<file path="src/rtl/particle_pkg.sv">
`default_nettype none

package particle_pkg;

	//////////////////////////////
	// Screen and box geometry
	//////////////////////////////
	localparam int SCREEN_W = 640;
	localparam int SCREEN_H = 480;
	// Box is centred on the screen
	localparam int CENTER_X = SCREEN_W / 2;
	localparam int CENTER_Y = SCREEN_H / 2;

	// Particle set
	localparam int NUM_PARTICLES = 4;
	// Erase then draw for every particle
	localparam int NUM_SLOTS = 2 * NUM_PARTICLES;
	localparam int SLOT_W = $clog2(NUM_SLOTS);

	// Wall hit window in steps
	localparam int HITS_WINDOW = 8;
	localparam int HITS_W = 4;
	localparam int WINDOW_W = $clog2(HITS_WINDOW + 1);

	//////////////////////////////
	// Types
	//////////////////////////////
	typedef logic [9:0] coord_t;
	typedef logic signed [9:0] vel_t;
	typedef logic [18:0] pixel_addr_t;
	// RGB332
	typedef logic [7:0] color_t;
	typedef logic [$clog2(NUM_PARTICLES)-1:0] lane_idx_t;

	// Axis direction of travel
	typedef enum logic [1:0] {
		DIR_LEFT = 2'd0,
		DIR_UP = 2'd1,
		DIR_RIGHT = 2'd2,
		DIR_DOWN = 2'd3
	} dir_t;

	typedef struct packed {
		coord_t x;
		coord_t y;
		vel_t vx;
		vel_t vy;
	} particle_t;

	// Pixel colours
	localparam color_t COLOR_BLACK = 8'h00;
	localparam color_t COLOR_WHITE = 8'hff;

endpackage

`default_nettype wire
</file>
<file path="src/rtl/lane_result_if.sv">
`timescale 1ns/1ps
`default_nettype none

// One lane's step result toward the pixel collector
interface lane_result_if import particle_pkg::*; ();

	// Pulses in the same cycle for all lanes
	logic done;
	// Position before the step
	coord_t old_x;
	coord_t old_y;
	// Position after the step
	coord_t new_x;
	coord_t new_y;
	// Either axis bounced this step
	logic wall_hit;

	modport lane (
		output done,
		output old_x,
		output old_y,
		output new_x,
		output new_y,
		output wall_hit
	);

	modport collector (
		input done,
		input old_x,
		input old_y,
		input new_x,
		input new_y,
		input wall_hit
	);

endinterface

`default_nettype wire

</file>
<file path="src/rtl/lane_cmd_if.sv">
`timescale 1ns/1ps
`default_nettype none

// Broadcast from the step controller to every particle lane
interface lane_cmd_if import particle_pkg::*; ();

	// Load one lane with a fresh particle
	logic load;
	lane_idx_t load_sel;
	particle_t load_state;

	// Advance all lanes by one time step
	logic step;

	// Wall positions
	// held steady between steps
	coord_t box_lo_x;
	coord_t box_hi_x;
	coord_t box_lo_y;
	coord_t box_hi_y;

	modport controller (
		output load,
		output load_sel,
		output load_state,
		output step,
		output box_lo_x,
		output box_hi_x,
		output box_lo_y,
		output box_hi_y
	);

	modport lane (
		input load,
		input load_sel,
		input load_state,
		input step,
		input box_lo_x,
		input box_hi_x,
		input box_lo_y,
		input box_hi_y
	);

endinterface

`default_nettype wire

</file>
<file path="src/rtl/particle_box_top.sv">
`timescale 1ns/1ps
`default_nettype none

module particle_box_top import particle_pkg::*; (
	input logic clock,
	input logic reset,
	// Particle load
	input logic load,
	input lane_idx_t load_sel,
	input coord_t load_x,
	input coord_t load_y,
	input dir_t load_dir,
	input vel_t speed,
	// Box and time step
	input coord_t box_length,
	input logic step,
	// Pixel stream
	output logic pix_valid,
	output pixel_addr_t pix_addr,
	output color_t pix_color,
	// Wall hit tally
	output logic hits_valid,
	output logic [HITS_W-1:0] hits_count
);

	logic drain_busy;

	lane_cmd_if cmd_if ();
	lane_result_if res_if [NUM_PARTICLES] ();

	//////////////////////////////
	// Command side
	//////////////////////////////
	step_controller step_controller_inst (
		.clock(clock),
		.reset(reset),
		.load(load),
		.load_sel(load_sel),
		.load_x(load_x),
		.load_y(load_y),
		.load_dir(load_dir),
		.speed(speed),
		.box_length(box_length),
		.step(step),
		.drain_busy(drain_busy),
		.cmd(cmd_if.controller)
	);

	// One lane per particle
	for (genvar i = 0; i < NUM_PARTICLES; i++) begin : g_lane
		particle_lane #(
			.LANE_ID(lane_idx_t'(i))
		) particle_lane_inst (
			.clock(clock),
			.reset(reset),
			.cmd(cmd_if.lane),
			.res(res_if[i].lane)
		);
	end

	//////////////////////////////
	// Pixel and hit output
	//////////////////////////////
	update_collector update_collector_inst (
		.clock(clock),
		.reset(reset),
		.res(res_if),
		.drain_busy(drain_busy),
		.pix_valid(pix_valid),
		.pix_addr(pix_addr),
		.pix_color(pix_color),
		.hits_valid(hits_valid),
		.hits_count(hits_count)
	);

endmodule

`default_nettype wire

</file>
<file path="src/rtl/update_collector.sv">
`timescale 1ns/1ps
`default_nettype none

module update_collector import particle_pkg::*; (
	input logic clock,
	input logic reset,
	lane_result_if.collector res [NUM_PARTICLES],
	output logic drain_busy,
	// Frame-buffer write stream
	output logic pix_valid,
	output pixel_addr_t pix_addr,
	output color_t pix_color,
	// Wall hits per window
	output logic hits_valid,
	output logic [HITS_W-1:0] hits_count
);

	logic [NUM_PARTICLES-1:0] done_vec;
	logic [NUM_PARTICLES-1:0] hit_vec;
	logic capture;
	logic [HITS_W-1:0] hit_sum;

	// Captured lane results
	coord_t old_x_buf [NUM_PARTICLES];
	coord_t old_y_buf [NUM_PARTICLES];
	coord_t new_x_buf [NUM_PARTICLES];
	coord_t new_y_buf [NUM_PARTICLES];

	logic active;
	logic [SLOT_W-1:0] slot;
	logic last_slot;
	logic [HITS_W-1:0] hit_total;
	logic [WINDOW_W-1:0] step_cnt;

	lane_idx_t pix_lane;
	logic pix_draw;
	coord_t pix_x;
	coord_t pix_y;

	//////////////////////////////
	// Lane capture
	//////////////////////////////
	for (genvar i = 0; i < NUM_PARTICLES; i++) begin : g_tap
		assign done_vec[i] = res[i].done;
		assign hit_vec[i] = res[i].wall_hit;

		always_ff @(posedge clock) begin
			if (capture) begin
				old_x_buf[i] <= res[i].old_x;
				old_y_buf[i] <= res[i].old_y;
				new_x_buf[i] <= res[i].new_x;
				new_y_buf[i] <= res[i].new_y;
			end
		end
	end

	// All lanes finish together
	assign capture = |done_vec;

	// Lanes that bounced this step
	always_comb begin
		hit_sum = '0;
		for (int i = 0; i < NUM_PARTICLES; i++) begin
			hit_sum = hit_sum + HITS_W'(hit_vec[i]);
		end
	end

	assign last_slot = (slot == SLOT_W'(NUM_SLOTS - 1));

	//////////////////////////////
	// Slot walk and hit window
	//////////////////////////////
	always_ff @(posedge clock) begin
		if (reset) begin
			active <= 1'b0;
			slot <= '0;
			hit_total <= '0;
			step_cnt <= '0;
			hits_valid <= 1'b0;
			hits_count <= '0;
		end else begin
			hits_valid <= 1'b0;
			if (capture) begin
				active <= 1'b1;
				slot <= '0;
				hit_total <= hit_total + hit_sum;
				step_cnt <= step_cnt + WINDOW_W'(1);
			end else if (active) begin
				slot <= slot + SLOT_W'(1);
				if (last_slot) begin
					active <= 1'b0;
					// Publish once the window's last step has drained
					if (step_cnt == WINDOW_W'(HITS_WINDOW)) begin
						hits_valid <= 1'b1;
						hits_count <= hit_total;
						hit_total <= '0;
						step_cnt <= '0;
					end
				end
			end
		end
	end

	// Even slot erases the old spot, odd slot draws the new one
	assign pix_lane = lane_idx_t'(slot >> 1);
	assign pix_draw = slot[0];
	assign pix_x = pix_draw ? new_x_buf[pix_lane] : old_x_buf[pix_lane];
	assign pix_y = pix_draw ? new_y_buf[pix_lane] : old_y_buf[pix_lane];

	// Row-major frame-buffer address
	assign pix_addr = pixel_addr_t'(pix_y) * pixel_addr_t'(SCREEN_W) + pixel_addr_t'(pix_x);
	assign pix_color = pix_draw ? COLOR_WHITE : COLOR_BLACK;
	assign pix_valid = active;
	assign drain_busy = active;

endmodule

`default_nettype wire

</file>
<file path="src/rtl/particle_lane.sv">
`timescale 1ns/1ps
`default_nettype none

module particle_lane import particle_pkg::*; #(
	parameter lane_idx_t LANE_ID = '0
) (
	input logic clock,
	input logic reset,
	lane_cmd_if.lane cmd,
	lane_result_if.lane res
);

	// Per-axis outcome of one step
	typedef struct packed {
		coord_t pos;
		vel_t vel;
		logic hit;
	} axis_t;

	particle_t state;
	axis_t next_x;
	axis_t next_y;

	//////////////////////////////
	// Wall bounce on one axis
	//////////////////////////////
	function automatic axis_t bounce(
		input coord_t pos,
		input vel_t vel,
		input coord_t lo,
		input coord_t hi
	);
		axis_t r;
		// Assume a flip and undo it in the free case
		r.hit = 1'b1;
		r.vel = -vel;
		if (pos <= lo) begin
			// Restart just inside the low wall
			r.pos = lo + coord_t'(1) + coord_t'(r.vel);
		end else if (({1'b0, pos} + 11'd1) >= {1'b0, hi}) begin
			// Restart just inside the high wall
			r.pos = hi - coord_t'(1) + coord_t'(r.vel);
		end else begin
			r.hit = 1'b0;
			r.vel = vel;
			r.pos = pos + coord_t'(vel);
		end
		return r;
	endfunction

	always_comb begin
		next_x = bounce(state.x, state.vx, cmd.box_lo_x, cmd.box_hi_x);
		next_y = bounce(state.y, state.vy, cmd.box_lo_y, cmd.box_hi_y);
	end

	// Particle state and done strobe
	always_ff @(posedge clock) begin
		if (reset) begin
			state <= '0;
			res.done <= 1'b0;
		end else begin
			res.done <= cmd.step;
			if (cmd.load && (cmd.load_sel == LANE_ID)) begin
				state <= cmd.load_state;
			end else if (cmd.step) begin
				state <= '{x: next_x.pos, y: next_y.pos, vx: next_x.vel, vy: next_y.vel};
			end
		end
	end

	// Result published alongside done
	always_ff @(posedge clock) begin
		if (cmd.step) begin
			res.old_x <= state.x;
			res.old_y <= state.y;
			res.new_x <= next_x.pos;
			res.new_y <= next_y.pos;
			res.wall_hit <= next_x.hit | next_y.hit;
		end
	end

endmodule

`default_nettype wire

</file>
<file path="src/rtl/step_controller.sv">
`timescale 1ns/1ps
`default_nettype none

module step_controller import particle_pkg::*; (
	input logic clock,
	input logic reset,
	// Particle load request
	input logic load,
	input lane_idx_t load_sel,
	input coord_t load_x,
	input coord_t load_y,
	input dir_t load_dir,
	input vel_t speed,
	// Full box edge length in pixels
	input coord_t box_length,
	input logic step,
	// Collector still sending pixels
	input logic drain_busy,
	lane_cmd_if.controller cmd
);

	vel_t load_vx;
	vel_t load_vy;
	coord_t half_len;
	logic in_flight;
	logic drain_busy_q;
	logic drain_done;
	logic step_ok;

	//////////////////////////////
	// Direction to velocity
	//////////////////////////////
	always_comb begin
		load_vx = '0;
		load_vy = '0;
		case (load_dir)
			// Negative x
			DIR_LEFT: load_vx = -speed;
			DIR_UP: load_vy = speed;
			DIR_RIGHT: load_vx = speed;
			// Negative y
			DIR_DOWN: load_vy = -speed;
			default: load_vx = '0;
		endcase
	end

	// Half the edge on each side of the centre
	assign half_len = box_length >> 1;

	// Collector just went idle
	assign drain_done = drain_busy_q & ~drain_busy;

	// A step is dropped while the previous one drains,
	// and also when it collides with a load
	assign step_ok = step & ~load & (~in_flight | drain_done);

	//////////////////////////////
	// Strobes and in-flight flag
	//////////////////////////////
	always_ff @(posedge clock) begin
		if (reset) begin
			cmd.load <= 1'b0;
			cmd.step <= 1'b0;
			in_flight <= 1'b0;
			drain_busy_q <= 1'b0;
		end else begin
			cmd.load <= load;
			cmd.step <= step_ok;
			drain_busy_q <= drain_busy;
			// Busy from issue until the last pixel leaves
			if (step_ok) begin
				in_flight <= 1'b1;
			end else if (drain_done) begin
				in_flight <= 1'b0;
			end
		end
	end

	// Load payload for the selected lane
	always_ff @(posedge clock) begin
		if (load) begin
			cmd.load_sel <= load_sel;
			cmd.load_state <= '{x: load_x, y: load_y, vx: load_vx, vy: load_vy};
		end
	end

	// Bounds latched with each accepted step
	always_ff @(posedge clock) begin
		if (step_ok) begin
			cmd.box_lo_x <= coord_t'(CENTER_X) - half_len;
			cmd.box_hi_x <= coord_t'(CENTER_X) + half_len;
			cmd.box_lo_y <= coord_t'(CENTER_Y) - half_len;
			cmd.box_hi_y <= coord_t'(CENTER_Y) + half_len;
		end
	end

endmodule

`default_nettype wire

</file>
<file path="config.mk">
export PLATFORM = sky130hd
export DESIGN_NAME = particle_box_top
export DESIGN_NICKNAME = d
export VERILOG_FILES = /design/src/rtl/particle_pkg.sv /design/src/rtl/lane_result_if.sv /design/src/rtl/lane_cmd_if.sv /design/src/rtl/particle_box_top.sv /design/src/rtl/update_collector.sv /design/src/rtl/particle_lane.sv /design/src/rtl/step_controller.sv
export SDC_FILE = /design/constraint.sdc
export NUM_CORES = 2
export LEC_CHECK = 0
export BUFFER_PORTS_ARGS = -buffer_cell sky130_fd_sc_hd__buf_2
export CORE_UTILIZATION = 54
export DETAILED_ROUTE_END_ITERATION = 12
export HOLD_SLACK_MARGIN = 0.08
export PLACE_DENSITY_LB_ADDON = 0.2
export REMOVE_ABC_BUFFERS = 1
export SYNTH_ARGS = -nofsm -noshare
export SYNTH_HDL_FRONTEND = slang
export SYNTH_SLANG_ARGS = --single-unit
</file>
<file path="constraint.sdc">
create_clock -name clock -period 19.45 [get_ports clock]
set_input_delay 2.9175 -clock clock [delete_from_list [all_inputs] [get_ports clock]]
set_output_delay 2.9175 -clock clock [all_outputs]
set_load 0.05 [all_outputs]
</file>
## Yosys cells after proc, flatten, opt, wreduce, memory -nomap -nowiden

Memories as Yosys holds them, arrays and structs flattened. A register that Yosys moved wholly into a read port is not among the register bits.
Cells that the tools add are included.

- Add/sub/neg operators: 56
- Multipliers: 1
- $lt $le $gt $ge: 16
- Equality and inequality tests: 8
- Mux-type cells: 66
- Bitwise operators: 13
- Reduce and logical (&&, ||, !) cells: 34

Operator list:

| cell | number |
|---|---|
| two-way mux 40 bit | 8 |
| adder 10 bit | 24 |
| two-way mux 10 bit | 18 |
| two-way mux 11 bit | 16 |
| negator 10 bit | 9 |
| adder 10 x 1 -> 11 bit (second input constant) | 8 |
| >= comparator 11 x 10 -> 1 bit | 8 |
| <= comparator 10 bit | 8 |
| case mux 10 bit (2 select lines) | 2 |
| nonzero test 3 bit | 8 |
| adder 10 x 1 -> 10 bit (second input constant) | 2 |
| two-way mux 4 bit | 5 |
| subtractor 10 x 1 -> 10 bit (second input constant) | 2 |
| adder 19 x 10 -> 19 bit | 1 |
| two-way mux 2 bit | 8 |
| AND reduction 2 bit | 8 |
| nonzero test 2 bit | 8 |
| multiplier 10 x 3 -> 12 bit (second input constant) | 1 |
| adder 8 x 9 -> 10 bit (first input constant) | 1 |
| adder 9 x 9 -> 10 bit (first input constant) | 1 |
| subtractor 8 x 9 -> 10 bit (first input constant) | 1 |
| subtractor 9 x 9 -> 10 bit (first input constant) | 1 |
| adder 4 x 1 -> 4 bit | 2 |
| equality test 2 bit (second input constant) | 4 |
| other kinds (18) | 40 |

- Register bits: 428
- RAM bits: 160
- Input port bits: 48
- Output and inout port bits: 33
- Logic and storage cells: 254
- Memories: 4

Memories:

| memory | words | width | rd ports | clocked after Yosys merged registers in | write ports | line | RTL |
|---|---|---|---|---|---|---|---|
| update_collector_inst.new_x_buf | 4 | 10 | 1 | 1 | 4 | update_collector.sv:26 | `coord_t new_x_buf [NUM_PARTICLES];` |
| update_collector_inst.new_y_buf | 4 | 10 | 1 | 1 | 4 | update_collector.sv:27 | `coord_t new_y_buf [NUM_PARTICLES];` |
| update_collector_inst.old_x_buf | 4 | 10 | 1 | 1 | 4 | update_collector.sv:24 | `coord_t old_x_buf [NUM_PARTICLES];` |
| update_collector_inst.old_y_buf | 4 | 10 | 1 | 1 | 4 | update_collector.sv:25 | `coord_t old_y_buf [NUM_PARTICLES];` |

## Longest topological paths before layout

- Depth after elaboration: 6
- Gate-level depth with buffers: 17
- Mapped depth without buffers: 14

## Cells and area by module

Synthesis repeated with hierarchy kept, for this count alone.

- Cells, all modules: 4119
- Area, all modules: 41399.7 um2

Modules (own cells, without submodules):

| module | instances | cells each | area an instance (um2) | seq. area each (um2) |
|---|---|---|---|---|
| particle_lane (g_lane[1].particle_lane_inst) | 1 | 891 | 7754.9 | 2052.0 |
| update_collector | 1 | 409 | 7641.1 | 5185.0 |
| particle_lane (g_lane[0].particle_lane_inst) | 1 | 873 | 7616.1 | 2052.0 |
| particle_lane (g_lane[2].particle_lane_inst) | 1 | 853 | 7531.0 | 2052.0 |
| particle_lane (g_lane[3].particle_lane_inst) | 1 | 853 | 7526.0 | 2052.0 |
| step_controller | 1 | 240 | 3330.7 | 2272.2 |

## Least setup slack after synthesis

Ideal clock, no wire load.

- Path type: reg2out
- Start point: reg with a tool-made name
- End point: out pix_addr[17]
- Arrival: 5.150 ns
- Required time: 16.533 ns
- Slack: 11.383 ns
- Stages on the path, launching flop included: 15
- Buffers on the path: 3
- Cells stage by stage: dfxtp_1 > clkbuf_1 > buf_1 > buf_1 > mux4_2 > mux2i_1 > inv_1 > ha_1 > ha_1 > fa_1 > xnor2_1 > or3b_2 > nor3_1 > nand3_1 > xnor2_1

RTL lines:

| element | line | RTL |
|---|---|---|
| to (decl) | particle_box_top.sv:19 | `output pixel_addr_t pix_addr,` |

==> flow_metrics.env <==
export IMPL_comb_power_share_pct=30.8
export IMPL_synth_seq_cells=581
export IMPL_grt_overflow_total=0
export IMPL_p_switching_mw=1.37
export IMPL_drt_iter0_drc=3429
export IMPL_synthesis_instances=3831
export IMPL_power_frac_seq_pct=38.7
export IMPL_hold_viol_final=0
export IMPL_syn_to_final_growth_pct=9.39
export IMPL_fillerInstances=6034
export IMPL_hpwl_um=92900
export IMPL_rsz0062_at_grt="false"
export IMPL_gp_congestion=1.03
export IMPL_maxCapViolations=0
export IMPL_synth_top_cell_area_share_pct=30.4
export IMPL_multi_input_area_um2=22500
export IMPL_slew_viol_final=0
export IMPL_cts_made_buffers=59
export IMPL_ys_warnings_count=0
export IMPL_path_class="reg2out"
export IMPL_grt_antenna_before_repair=2
export IMPL_crit_chain="buf_4, mux4_2, mux2i_1, inv_1, ha_1, ha_1, fa_1, xnor2_1, or3b_2, nor3_1, nand3_1, xnor2_1, buf_2"
export IMPL_critPathMaxFanout=40
export IMPL_die_w_um=271
export IMPL_postSynth_asyncResetShare_pct=0
export IMPL_ctsResizeCount=0
export IMPL_clock_latency_ns=0.65
export IMPL_maxSlewHeadroom_pct=18.5
export IMPL_period_share_pct=41.5
export IMPL_p_int_mw=2.55
export IMPL_yosys_area_top_type="edfxtp_1"
export IMPL_rows=98
export IMPL_final_nets=4397
export IMPL_crit_required_ns=16.53
export IMPL_synth_most_common_cell="ha_1"
export IMPL_yosys_top_cells_count="415 x ha_1, 397 x edfxtp_1, 273 x nor2_1"
export IMPL_core_area_um2=71600
export IMPL_cts_sinks=581
export IMPL_postCtsSetupBuffers=0
export IMPL_slowest_delay_ns=0.66
export IMPL_clk_path_buf_depth=3
export IMPL_num_vias=31114
export IMPL_synth_cell_types=88
export IMPL_ys_seq_area_share_pct=39.8
export IMPL_timing_critical_path_buf_inv=3
export IMPL_min_path_type="reg2reg"
export IMPL_synth_edf_count=397
export IMPL_dieArea_um2=73600
export IMPL_ant_nets=0
export IMPL_final_setup_tns_ns=0
export IMPL_netlist_area_um2=39200
export IMPL_worst_hold_slack_ns=0.410
export IMPL_synth_ff_type="edfxtp_1"
export IMPL_viasPerCell=6.34
export IMPL_synth_top_cells_by_area="edfxtp_1 30%, ha_1 13%, dfxtp_1 9.4%"
export IMPL_fmax_ghz=0.124
export IMPL_htree_levels=2
export IMPL_pre_cts_slack_ns=11.94
export IMPL_grt_usage_pct=34.3
export IMPL_portBuffers=79
export IMPL_routedWlPerCell_um=26.1
export IMPL_setup_ws_ns=11.38
export IMPL_drcViolationCount=0
export IMPL_grt_max_degree=179
export IMPL_dp_cells=4795
export IMPL_regArea_um2=15600
export IMPL_ir_drop_mv=0.0839
export IMPL_die_y_um=271
export IMPL_grt_pass1_vias=28448
export IMPL_grt_pass1_wl_um=185000
export IMPL_p_leak_nw=17.2
export IMPL_cp_top_family="buffers and inverters"
export IMPL_dr_pass1_iters=8
export IMPL_holdBufCountCts=0
export IMPL_worst_ep_arrival_time_ns=5.15
export IMPL_clkTransAtPathRegs_ns=0.06
export IMPL_end_kind="primary output"
export IMPL_placed_cell_area_um2=40800
export IMPL_cts_tree="yes"
export IMPL_setup_viol=0
export IMPL_drive_gt1_share_pct=9.12
export IMPL_routed_wl_um=128000
export IMPL_fin_worst_skew_ns=0.0272
export IMPL_worst_path_max_delay_cell="buf_4"
export IMPL_power_density_nw_per_um2=91.6
export IMPL_pwr_share_clk_pct=30.5
export IMPL_finalInstanceArea_um2=42800
export IMPL_switching_share_pct=35.0
export IMPL_start_util_pct=54.7
export IMPL_clockRootBuffer="clkbuf_16"
export IMPL_stdcell_count=4910
export IMPL_finalCriticalPeriod_ns=8.07
export IMPL_avgSynthCellArea_um2=10.2
export IMPL_crit_path_start_kind="flop"
export IMPL_worstMarginPinSlew_ns=1.22
export IMPL_ios=81
export IMPL_status="finished clean"
## routing by layer
layer | wire length (um) | global-route usage [%] | vias up
li1 | - | - | 14341
met1 | 53600 | 49.8 | 14821
met2 | 52700 | 49.8 | 1678
met3 | 16200 | 6.77 | 274
met4 | 5600 | 14.0 | 0
met5 | 0 | 0 | -
## worst register-to-register path, delay by kind of cell, from the launching register on
family | cells | cell delay, ns
compound gates | 4 | 1.20
xor+xnor | 2 | 1.13
fa+ha+maj | 2 | 0.76
buf+inv | 1 | 0.76
flops | 1 | 0.43
simple gates | 4 | 0.62
## registers in the layout (all words and copies together) (netlist names), 2 cells and up, named ones only
| name | cells |
|---|---|
| g_lane.particle_lane_inst.res.new_x | 40 |
| g_lane.particle_lane_inst.res.new_y | 40 |
| g_lane.particle_lane_inst.res.old_x | 40 |
| g_lane.particle_lane_inst.res.old_y | 40 |
| g_lane.particle_lane_inst.res.wall_hit | 4 |
| g_lane.particle_lane_inst.state | 160 |
| step_controller_inst.cmd.box_hi_x | 6 |
| step_controller_inst.cmd.box_hi_y | 10 |
| step_controller_inst.cmd.box_lo_x | 6 |
| step_controller_inst.cmd.box_lo_y | 9 |
| step_controller_inst.cmd.load_sel | 2 |
| step_controller_inst.cmd.load_state | 40 |
| update_collector_inst.hit_total | 4 |
| update_collector_inst.hits_count | 4 |
| update_collector_inst.new_x_buf | 40 |
| update_collector_inst.new_y_buf | 40 |
| update_collector_inst.old_x_buf | 40 |
| update_collector_inst.old_y_buf | 40 |
| update_collector_inst.slot | 3 |
| update_collector_inst.step_cnt | 4 |
## power groups by stage
stage | Combinational [mW] | Sequential [mW] | Clock [mW]
global placement | 1.15 | 1.54 | 0
finish | 1.21 | 1.52 | 1.20
detailed placement | 1.17 | 1.54 | 0
global route | 1.30 | 1.52 | 1.26
floorplan | 0.802 | 1.50 | 0
CTS | 1.17 | 1.51 | 1.21
## cell type report
class	count	share of cell area (%)
sequential	581	36.4
clock inverter	38	0.999
inverter	173	1.52
antenna	3	0.0175
multi-input combinational	2961	52.6
timing repair buffer	130	1.85
clock buffer	74	3.81
tap	950	2.77
## per-stage QoR
stage | total power [mW] | utilization (%)
2_1_floorplan | 2.30 | -
3_3_place_gp | 2.69 | 56.9
3_5_place_dp | 2.70 | 56.9
4_1_cts | 3.90 | 59.8
5_1_grt | 4.08 | 59.8
6_report | 3.92 | 59.8
## cell usage in the layout (no fill, tap or decap), drive strengths merged, types with 22 or more instances in the layout
cell type,instances
a211oi,44
a21o,66
a21oi,267
a31oi,40
and2,22
and3,23
buf,130
clkbuf,74
clkinv,23
dfxtp,184
edfxtp,397
fa,28
ha,415
inv,176
mux2,34
mux2i,94
mux4,40
nand2,258
nand2b,33
nand3,104
nand4,25
nor2,273
nor2b,60
nor3,94
o211ai,35
o21a,31
o21ai,195
o22ai,22
o31ai,23
or3,43
xnor2,270
xor2,163
## kinds of logic (layout without fill, tap and decap cells)
group	count (synthesis)	after routing	synth area share (%)
muxes	168	168	5.68
AOI/OAI and AO/OA	897	897	14.7
and+or+nand+nor	1017	1017	12.5
adders and majority gates	446	446	14.8
buffers and inverters	289	415	2.85
other	0	3	0
xor gates and xnor gates	433	433	9.68
DFF	581	581	39.8
## worst paths after layout
kind                                                                start                                        end  slack [ns]  cells after the start
worst min-delay path            g_lane[1].particle_lane_inst.res.old_y[6]      update_collector_inst.old_y_buf[1][6]        0.41                      0
worst min register to register  g_lane[1].particle_lane_inst.res.old_y[6]      update_collector_inst.old_y_buf[1][6]        0.41                      0
worst max-delay path                                                 flop                               pix_addr[17]       11.38                     13
worst max register to register       step_controller_inst.cmd.box_hi_y[1]  g_lane[2].particle_lane_inst.res.new_y[9]       14.24                     13
Power figures use the tool's default switching activity.
